`config.mk`:
```
export PLATFORM = sky130hd
export DESIGN_NAME = epu_bias_top
export DESIGN_NICKNAME = d
export VERILOG_FILES = /design/src/source/epu_pkg.sv /design/src/source/bias_mem_if.sv /design/src/source/bias_sram.sv /design/src/source/bias_wrapper.sv /design/src/source/epu_ctrl.sv /design/src/source/bias_post_proc.sv /design/src/source/epu_bias_top.sv
export VERILOG_INCLUDE_DIRS = /design/src /design/src/source
export SDC_FILE = /design/constraint.sdc
export NUM_CORES = 2
export LEC_CHECK = 0
export BUFFER_PORTS_ARGS = -buffer_cell sky130_fd_sc_hd__buf_2
export CAP_MARGIN = 10
export CORE_MARGIN = 10
export CORE_UTILIZATION = 55
export CTS_CLUSTER_SIZE = 30
export DETAILED_ROUTE_END_ITERATION = 7
export PLACE_DENSITY = 0.7
export RECOVER_POWER = 25
export SYNTH_ARGS = -nofsm -noshare
export SYNTH_HDL_FRONTEND = slang
export SYNTH_SLANG_ARGS = --single-unit
```
`constraint.sdc`:
```
create_clock -name clk -period 5.4 [get_ports clk]
set_input_delay 0.27 -clock clk [delete_from_list [all_inputs] [get_ports clk]]
set_output_delay 0.27 -clock clk [all_outputs]
set_load 0.01 [all_outputs]
```
`src/source/epu_config.svh`:
```
`ifndef EPU_CONFIG_SVH
`define EPU_CONFIG_SVH

// bias buffer geometry, one word per output channel
`define BIAS_ADDR_W 6
`define BIAS_DEPTH  (1 << `BIAS_ADDR_W)

// host word and accumulator width
`define DATA_W 32

// saturated result width
`define OUT_W 16

// host address space covers the buffer plus the command register
`define HOST_ADDR_W (`BIAS_ADDR_W + 1)
`define CMD_ADDR    `HOST_ADDR_W'(`BIAS_DEPTH)

// right shift amount field in the command word
`define SHIFT_W 4

`endif

```
`src/source/epu_pkg.sv`:
```
`include "epu_config.svh"

package epu_pkg;

  // raw accumulator and bias values
  typedef logic signed [`DATA_W-1:0] acc_t;

  // post-processed output value
  typedef logic signed [`OUT_W-1:0] out_t;

  // command register layout, load_done in bit 0
  typedef struct packed {
    logic [`DATA_W-`SHIFT_W-3:0] rsvd;
    logic [`SHIFT_W-1:0]         shift;
    logic                        relu_en;
    logic                        load_done;
  } epu_cmd_t;

  // one host word, read as a bias or as a command depending on address
  typedef union packed {
    acc_t     bias;
    epu_cmd_t cmd;
  } host_word_u;

  // who owns the bias buffer
  typedef enum logic [1:0] {
    OWN_IDLE      = 2'd0,
    OWN_HOST_LOAD = 2'd1,
    OWN_EPU       = 2'd2
  } own_mode_e;

endpackage

```
`src/source/bias_mem_if.sv`:
```
`timescale 1ns/1ps
`include "epu_config.svh"

interface bias_mem_if
  import epu_pkg::*;
();

  logic                    cs;
  logic                    we;
  logic [`BIAS_ADDR_W-1:0] addr;
  acc_t                    wdata;
  // valid one cycle after a read access
  acc_t                    rdata;

  modport memory (
    input  cs,
    input  we,
    input  addr,
    input  wdata,
    output rdata
  );

  modport client (
    output cs,
    output we,
    output addr,
    output wdata,
    input  rdata
  );

endinterface

```
`src/source/bias_sram.sv`:
```
`timescale 1ns/1ps
`include "epu_config.svh"

module bias_sram
  import epu_pkg::*;
(
  input logic       clk,
  bias_mem_if.memory mem
);

  acc_t mem_q [`BIAS_DEPTH];
  acc_t rdata_q;

  // single port, write has priority over read by construction of cs/we
  always_ff @(posedge clk) begin
    if (mem.cs) begin
      if (mem.we) begin
        mem_q[mem.addr] <= mem.wdata;
      end else begin
        rdata_q <= mem_q[mem.addr];
      end
    end
  end

  assign mem.rdata = rdata_q;

endmodule

```
`src/source/bias_wrapper.sv`:
```
`timescale 1ns/1ps
`include "epu_config.svh"

module bias_wrapper
  import epu_pkg::*;
(
  input  logic                    clk,
  input  logic                    rst,
  input  logic                    load_start_i,
  input  logic                    load_fin_i,
  input  logic                    host_wr_en_i,
  input  logic [`BIAS_ADDR_W-1:0] host_addr_i,
  input  acc_t                    host_bias_i,
  input  logic                    epu_rd_i,
  input  logic [`BIAS_ADDR_W-1:0] epu_chan_i,
  output own_mode_e               mode_o,
  output acc_t                    bias_o,
  bias_mem_if.client              mem
);

  own_mode_e state_q;
  own_mode_e state_d;
  logic      host_owns;

  always_ff @(posedge clk or posedge rst) begin
    if (rst) begin
      state_q <= OWN_IDLE;
    end else begin
      state_q <= state_d;
    end
  end

  always_comb begin
    state_d = state_q;
    case (state_q)
      OWN_IDLE:      if (load_start_i) state_d = OWN_HOST_LOAD;
      OWN_HOST_LOAD: if (load_fin_i) state_d = OWN_EPU;
      OWN_EPU:       if (load_start_i) state_d = OWN_HOST_LOAD;
      default:       state_d = OWN_IDLE;
    endcase
  end

  // the first bias write arrives together with load_start, before the state moves
  assign host_owns = (state_q == OWN_HOST_LOAD) || load_start_i;

  always_comb begin
    if (host_owns) begin
      mem.cs    = host_wr_en_i;
      mem.we    = 1'b1;
      mem.addr  = host_addr_i;
      mem.wdata = host_bias_i;
    end else if (state_q == OWN_EPU) begin
      mem.cs    = epu_rd_i;
      mem.we    = 1'b0;
      mem.addr  = epu_chan_i;
      mem.wdata = '0;
    end else begin
      // idle keeps the port parked
      mem.cs    = 1'b0;
      mem.we    = 1'b0;
      mem.addr  = '0;
      mem.wdata = '0;
    end
  end

  assign mode_o = state_q;
  assign bias_o = mem.rdata;

endmodule

```
`src/source/epu_ctrl.sv`:
```
`timescale 1ns/1ps
`include "epu_config.svh"

module epu_ctrl
  import epu_pkg::*;
(
  input  logic                   clk,
  input  logic                   rst,
  input  logic                   host_wr_i,
  input  logic [`HOST_ADDR_W-1:0] host_addr_i,
  input  host_word_u             host_data_i,
  input  own_mode_e              mode_i,
  input  logic                   acc_valid_i,
  output logic                   load_start_o,
  output logic                   load_fin_o,
  output logic                   bias_wr_o,
  output logic                   issue_o,
  output logic                   drop_o,
  output logic [`SHIFT_W-1:0]    shift_o,
  output logic                   relu_en_o
);

  logic                cmd_wr;
  logic                accept;
  logic                drop_q;
  logic [`SHIFT_W-1:0] shift_q;
  logic                relu_en_q;

  // address decode
  assign bias_wr_o = host_wr_i && (host_addr_i < `CMD_ADDR);
  assign cmd_wr    = host_wr_i && (host_addr_i == `CMD_ADDR);

  // first bias write after idle or accelerator ownership starts a new load
  assign load_start_o = bias_wr_o && (mode_i != OWN_HOST_LOAD);
  assign load_fin_o   = cmd_wr && host_data_i.cmd.load_done;

  always_ff @(posedge clk or posedge rst) begin
    if (rst) begin
      shift_q   <= '0;
      relu_en_q <= 1'b0;
    end else if (load_fin_o) begin
      shift_q   <= host_data_i.cmd.shift;
      relu_en_q <= host_data_i.cmd.relu_en;
    end
  end

  // a restart in the same cycle takes the SRAM port away from the read
  assign accept  = (mode_i == OWN_EPU) && !load_start_o;
  assign issue_o = acc_valid_i && accept;

  always_ff @(posedge clk or posedge rst) begin
    if (rst) begin
      drop_q <= 1'b0;
    end else begin
      drop_q <= acc_valid_i && !accept;
    end
  end

  assign drop_o    = drop_q;
  assign shift_o   = shift_q;
  assign relu_en_o = relu_en_q;

endmodule

```
`src/source/bias_post_proc.sv`:
```
`timescale 1ns/1ps
`include "epu_config.svh"

module bias_post_proc
  import epu_pkg::*;
(
  input  logic                clk,
  input  logic                rst,
  input  logic                issue_i,
  input  acc_t                acc_i,
  input  acc_t                bias_i,
  input  logic [`SHIFT_W-1:0] shift_i,
  input  logic                relu_en_i,
  output logic                out_valid_o,
  output out_t                out_data_o
);

  localparam int OUT_MAX = 2 ** (`OUT_W - 1) - 1;
  localparam int OUT_MIN = -(2 ** (`OUT_W - 1));

  // stage 1
  logic                s1_valid_q;
  acc_t                s1_acc_q;
  logic [`SHIFT_W-1:0] s1_shift_q;
  logic                s1_relu_q;

  // stage 2 datapath, one extra bit so the add cannot wrap
  logic signed [`DATA_W:0] sum;
  logic signed [`DATA_W:0] shifted;
  logic signed [`DATA_W:0] rectified;
  out_t                    sat;

  logic s2_valid_q;
  out_t s2_data_q;

  always_ff @(posedge clk or posedge rst) begin
    if (rst) begin
      s1_valid_q <= 1'b0;
      s2_valid_q <= 1'b0;
    end else begin
      s1_valid_q <= issue_i;
      s2_valid_q <= s1_valid_q;
    end
  end

  // command sampled with the result, so later changes do not affect it
  always_ff @(posedge clk) begin
    if (issue_i) begin
      s1_acc_q   <= acc_i;
      s1_shift_q <= shift_i;
      s1_relu_q  <= relu_en_i;
    end
  end

  always_comb begin
    sum       = s1_acc_q + bias_i;
    shifted   = sum >>> s1_shift_q;
    rectified = (s1_relu_q && shifted < 0) ? '0 : shifted;
    if (rectified > OUT_MAX) begin
      sat = out_t'(OUT_MAX);
    end else if (rectified < OUT_MIN) begin
      sat = out_t'(OUT_MIN);
    end else begin
      sat = out_t'(rectified);
    end
  end

  always_ff @(posedge clk) begin
    if (s1_valid_q) begin
      s2_data_q <= sat;
    end
  end

  assign out_valid_o = s2_valid_q;
  assign out_data_o  = s2_data_q;

endmodule

```
`src/source/epu_bias_top.sv`:
```
`timescale 1ns/1ps
`include "epu_config.svh"

module epu_bias_top
  import epu_pkg::*;
(
  input  logic                    clk,
  input  logic                    rst,
  input  logic                    host_wr_i,
  input  logic [`HOST_ADDR_W-1:0] host_addr_i,
  input  logic [`DATA_W-1:0]      host_data_i,
  input  logic                    acc_valid_i,
  input  logic [`BIAS_ADDR_W-1:0] acc_chan_i,
  input  logic [`DATA_W-1:0]      acc_data_i,
  output logic                    out_valid_o,
  output logic [`OUT_W-1:0]       out_data_o,
  output logic                    drop_o
);

  host_word_u          host_word;
  own_mode_e           mode;
  acc_t                bias;
  logic                load_start;
  logic                load_fin;
  logic                bias_wr;
  logic                issue;
  logic [`SHIFT_W-1:0] shift;
  logic                relu_en;

  bias_mem_if bias_bus ();

  assign host_word = host_word_u'(host_data_i);

  epu_ctrl u_ctrl (
    .clk          (clk),
    .rst          (rst),
    .host_wr_i    (host_wr_i),
    .host_addr_i  (host_addr_i),
    .host_data_i  (host_word),
    .mode_i       (mode),
    .acc_valid_i  (acc_valid_i),
    .load_start_o (load_start),
    .load_fin_o   (load_fin),
    .bias_wr_o    (bias_wr),
    .issue_o      (issue),
    .drop_o       (drop_o),
    .shift_o      (shift),
    .relu_en_o    (relu_en)
  );

  bias_wrapper u_wrapper (
    .clk          (clk),
    .rst          (rst),
    .load_start_i (load_start),
    .load_fin_i   (load_fin),
    .host_wr_en_i (bias_wr),
    .host_addr_i  (host_addr_i[`BIAS_ADDR_W-1:0]),
    .host_bias_i  (host_word.bias),
    .epu_rd_i     (issue),
    .epu_chan_i   (acc_chan_i),
    .mode_o       (mode),
    .bias_o       (bias),
    .mem          (bias_bus.client)
  );

  bias_sram u_sram (
    .clk (clk),
    .mem (bias_bus.memory)
  );

  bias_post_proc u_post (
    .clk         (clk),
    .rst         (rst),
    .issue_i     (issue),
    .acc_i       (acc_t'(acc_data_i)),
    .bias_i      (bias),
    .shift_i     (shift),
    .relu_en_i   (relu_en),
    .out_valid_o (out_valid_o),
    .out_data_o  (out_data_o)
  );

endmodule

```
### Word-level counts from Yosys, hierarchy flattened

Memory sizes are Yosys's and may differ from the RTL's. A register that Yosys moved wholly into a read port is not among the register bits.
Index checks and enable logic that the tools add are counted.

* flip-flop bits (word level): 63
* bits in writable memories: 2048
* output and inout bits: 18
* word-level logic and storage cells: 53
* memories: 1

Memory list
* u_sram.mem_q: depth 64, width 32, rd ports 1, clocked after memory_dff 1, write ports 1, line bias_sram.sv:11 `` acc_t mem_q [`BIAS_DEPTH]; ``

* add/subtract/negate cells: 1
* $lt $le $gt $ge: 4
* equal/unequal tests: 6
* shift operators: 1
* muxes and demuxes: 14
* bitwise logic cells: 1
* reduce and logical (&&, ||, !) cells: 15

Operators with widths (number)
* $add 32x32->33: 1
* $gt 33x16->1 const B: 1
* $lt 33x1->1 const B: 1
* $lt 33x16->1 const B: 1
* $mux 33: 1
* $sshr 33x4->33: 1
* $mux 32: 1
* $mux 16: 1
* $mux 6: 2
* $logic_and 1x1->1: 8
* $eq 7x7->1 const B: 1
* $lt 7x7->1 const B: 1
* $mux 1: 6
* $mux 2: 2
* $ne 2x1->1 const B: 2
* $pmux 2 s2: 1
* $reduce_and 2->1: 2
* $eq 2x1->1 const B: 1
* $eq 2x2->1 const B: 1
* $logic_not 1->1: 2
* $logic_not 2->1: 1
* $ne 2x2->1 const B: 1
* $reduce_or 2->1: 1
* $logic_or 1x1->1: 1
* $not 1->1: 1

### Longest topological paths before layout

* depth in word-level cells: 10
* gate-level depth with buffers: 18

### Hierarchy

Synthesis repeated with hierarchy kept, for this count alone.

* cell total of the unflattened synthesis: 5363
* area, all modules: 85998.7 µm²

By module, submodules not included
* bias_sram: times used 1, cells each 4436, area each 78496.5 µm², seq. area each 62459.9 µm²
* bias_post_proc: times used 1, cells each 821, area each 6556.3 µm², seq. area each 1641.6 µm²
* bias_wrapper: times used 1, cells each 85, area each 660.6 µm², seq. area each 50.0 µm²
* epu_ctrl: times used 1, cells each 21, area each 285.3 µm², seq. area each 150.1 µm²

### Worst setup path before layout

Ideal clock, no wire load.

* kind: in2reg
* from: input port host_addr_i[6]
* to: memory u_sram.mem_q[12][0] in the netlist's numbering, enable pin
* library setup time: 421 ps
* arrival: 3929 ps
* data required time: 4979 ps
* setup slack: 1050 ps
* stages on the path: 11
* buffers on the path: 4
* cells stage by stage: nand2b_1 -> nand2_1 -> nor2_1 -> clkbuf_1 -> a22oi_1 -> nor3_1 -> clkbuf_1 -> buf_1 -> clkbuf_1 -> nand2_1 -> nor2_1

* word-level cells in the longest chain between the ends: 10
* elaborated cells between the ends (all ways): 14

RTL lines
* from (decl): line epu_bias_top.sv:10 `` input logic [`HOST_ADDR_W-1:0] host_addr_i, ``
* $lt 7x7->1 (no line) (*)
* $logic_and 1x1->1 (*): line epu_ctrl.sv:30 `` assign bias_wr_o = host_wr_i && (host_addr_i < `CMD_ADDR); ``
* $logic_and 1x1->1: line epu_ctrl.sv:34 `assign load_start_o = bias_wr_o && (mode_i != OWN_HOST_LOAD);`
* $logic_not 1->1: line epu_ctrl.sv:48 `assign accept = (mode_i == OWN_EPU) && !load_start_o;`
* $logic_and 1x1->1: line epu_ctrl.sv:48
* $logic_and 1x1->1: line epu_ctrl.sv:49 `assign issue_o = acc_valid_i && accept;`
* $mux 1: line bias_wrapper.sv:52 `end else if (state_q == OWN_EPU) begin`
* $mux 1: line bias_wrapper.sv:47 `if (host_owns) begin`
* $mux 1: line bias_sram.sv:16 `if (mem.cs) begin`
* $mux 1 (implied by the code): line bias_sram.sv:18 `mem_q[mem.addr] <= mem.wdata;`
* to (decl): line bias_sram.sv:11

Every way passes the cells marked *; elsewhere a longest branch is shown, timed or not.

### Final worst setup path

* from: input port host_wr_i
* to: register u_sram.rdata_q[4], in the netlist u_sram.mem.rdata[4], read port of u_sram.mem_q, data pin

* word-level cells in the longest chain between the ends: 8
* elaborated cells between the ends (all ways): 12

RTL lines
* from (decl): line epu_bias_top.sv:9 `input logic host_wr_i,`
* $logic_and 1x1->1 (*): line epu_ctrl.sv:30
* $logic_and 1x1->1: line epu_ctrl.sv:34
* $logic_not 1->1: line epu_ctrl.sv:48
* $logic_and 1x1->1: line epu_ctrl.sv:48
* $logic_and 1x1->1: line epu_ctrl.sv:49
* $mux 1: line bias_wrapper.sv:52
* $mux 1: line bias_wrapper.sv:47
* $reduce_and 2->1 (no line)
* to (decl): line bias_sram.sv:12 `acc_t rdata_q;`

Marked as above.
A chain may end at the register's enable or synchronous reset.

==> metrics.txt <==
DP Cell Count=6604; Bufs on Longest Clock Path=3; cell breakdown of the critical path=dlygate4sd3_1 > clkbuf_1 > nand2b_1 > dlygate4sd3_1 > nand2_1 > nor2_1 > clkbuf_1 > a22oi_1 > nand2_1 > nor2_4 > buf_4 > a22oi_1 > a41oi_1 > nor4_1 > nand2_1; core area=146100 um^2; status=complete, but fails checks; CP required=just over 6 ns; fraction of layout cells with a size suffix above 1=0.1527; largest net degree at the start of global routing=just under 100; slowest CP cell=nor2_4; most used cell, CP=nand2_1; worst slew pin tran=roughly 3.3 ns; Yosys warning count=0; worst reg-to-reg path cell count=10; Largest stage delay, worst path=0.87 ns; Antenna Nets Post-Route=0; total track usage=0.3036; RSZ-0062 raised after global routing=false; Post-synth EDFFs=around 2100; clock skew=roughly 0.049 ns; worst r2r src=u_wrapper.mode_o[0]; grt ovf=0; Fin Hold WS=0.1491 ns; syn avg cell area=17.53 um^2; Row Count=140; via count=50080; initial antenna violation count=14; r2r endpoint=u_sram.mem.rdata[4]; f_max=~200 MHz; Hold Path Cell Cnt=4; most common cell after layout, fill and taps aside=edfxtp_1; sink of the worst hold path=u_wrapper.mode_o[0]; Die Wd=between 400 and 500 um; Initial Util=0.5551; R2R Setup Slk=approximately 0.46 ns; Worst Hold Class=input port to flop; Max Slew Vio Count=approximately 750; Final nets=between 5000 and 6000; Setup Fix Bufs, Post-CTS=0; final core occ=0.6370; endpoint class of the critical path=flop; Num CTS Buffers=204; H-tree levels=4; Arr. time, crit path=roughly 5.7 ns; post-route setup TNS=0 ns; worst skew pair latency=approximately 0.86 ns; Post-synth ARST share=0.004666; final setup violation count=0; vias in the first global route=47540; max-cap viol count=13; routed vias/inst=between 7 and 8; area grow syn2layout=14.76%; post-route insts no fill=between 7000 and 8000; die footprint=around 160000 um^2; Pwr Density=386.5 nW/um^2; post-synthesis cell type count=~100; Setup CP Type=input port to flop; min-delay src=host_addr_i[6]; leakage power=between 20 and 30 nW; ys flop type=edfxtp_1; dpl hpwl=approximately 150000 um; total wire length=~250000 um; violated checks=capacitance limit, slew limit; final hold vios=0; #FFs+latches synth=approximately 2100; num ports=99; cell area after synthesis=81090 um^2; Max VDD drop=roughly 0.38 mV; port bufs=98; wire per inst=around 36 um; Slew Limit Headroom=-1.220; Syn Nets=roughly 4700; Mapped Cells=4626; post-CTS sizing=0; Clock Pin Slew Worst Setup and Hold Paths=0.06 ns; CTS tree=built; CP Max Fanout=21; first-pass GRT wire length=356400 um; most frequent cells in the layout=edfxtp_1, a22oi_1, buf_4; drt first pass iters=7; clock sinks=around 2100; die height=~400 um; clk root buf=clkbuf_16; sequential-to-total area share from yosys stat=0.7930; CP startpoint kind=input port; drt drc=0; routability cong.=approximately 0.95; Tcrit/Tclk final=0.9437; starting DRC count in detailed routing=8198; min Tclk post-route=approximately 5.1 ns
-- flip-flops by register name, indices dropped and copies added, names as in the netlist --
name,flops
u_ctrl.drop_o,1
u_ctrl.relu_en_o,1
u_ctrl.shift_o,4
u_post.out_data_o,16
u_post.out_valid_o,1
u_post.s1_acc_q,32
u_post.s1_relu_q,1
u_post.s1_shift_q,4
u_post.s1_valid_q,1
u_sram.mem.rdata,32
u_sram.mem_q,2048
u_wrapper.mode_o,2
-- per-layer routing --
metal | vias to the layer above | track usage | share of wire
li1 | 20180 | - | -
met1 | 25180 | 0.4141 | 0.36
met2 | 4033 | 0.4621 | 0.45
met3 | 678 | 0.08219 | 0.14
met4 | 10 | 0.1310 | 0.049
met5 | - | 0 | 0.00026
-- how the worst max path moves through the flow --
stage,start,to,depth (start not counted)
5_1_grt,host_wr_i,u_sram.mem.rdata[4],15
2_1_floorplan,host_addr_i[6],u_sram.mem_q[12][0],11
6_report,host_wr_i,u_sram.mem.rdata[4],15
3_3_place_gp,u_sram.mem.rdata[24],u_post.out_data_o[1],13
3_5_place_dp,u_post.s1_acc_q[24],u_post.out_data_o[3],13
4_1_cts,u_sram.mem.rdata[14],u_post.out_data_o[3],13
-- through the flow --
stage	cell area, um^2	worst slack [ns]	power (mW)
detailed placement	85940	0.6623	21.88
finish	93060	0.3038	35.97
global route	93050	0.1369	36.77
floorplan	81090	1.050	20.47
CTS	93150	0.6204	35.91
global placement	85940	0.7140	21.83
-- critical path, delay by kind of cell --
| family | cells | cell delay [ns] |
|---|---|---|
| AO/OA/AOI/OAI | 3 | 1.52 |
| buffers and inverters | 5 | 2.00 |
| AND/OR/NAND/NOR | 7 | 1.92 |
-- kinds of logic after synthesis --
| group | synth area share |
|---|---|
| buffers and inverters | 0.01619 |
| DFF | 0.7930 |
| AOI/OAI and AO/OA | 0.1407 |
| xor gates and xnor gates | 0.002916 |
| adders and majority gates | 0.005184 |
| and+or+nand+nor | 0.03547 |
| muxes | 0.006558 |
-- power by group --
part,switching [mW],internal [mW],leakage (nW),total (mW)
combinational,2.18,0.726,6.08,2.91
sequential,0.0158,18.7,19.4,18.8
clock,6.26,8.04,3.25,14.3
total,8.46,27.5,28.7,36.0
-- Yosys cell counts (all sizes together), types with 55 or more instances --
master  instances  area (um^2)
a221oi        156         1373
a22oi         728         5465
edfxtp       2133        64050
a31oi         101        631.9
buf            65        349.1
clkbuf        238        897.1
nor2          126        473.0
a22o          160         1401
o21ai          67        350.3
nand2         127        486.7
a41oi          76        680.7
nand3          55        275.3
nand4         107        669.4
a21oi         111        626.8
-- timing repair --
item | CTS | global route
endpoints found under the hold margin | 50 | 0
hold buffers | 49 | 0
endpoints found under the setup margin | 0 | 0
-- area by class of cell --
type	count	area (um^2)
antenna	5	12.51
clock buffer	245	5280
clock inverter	133	1444
fill	9868	53030
inverter	15	56.30
multi-input combinational	2164	16100
sequential	2143	64300
tap	1917	2399
timing repair buffer	416	3473
Power figures use the tool's default switching activity.
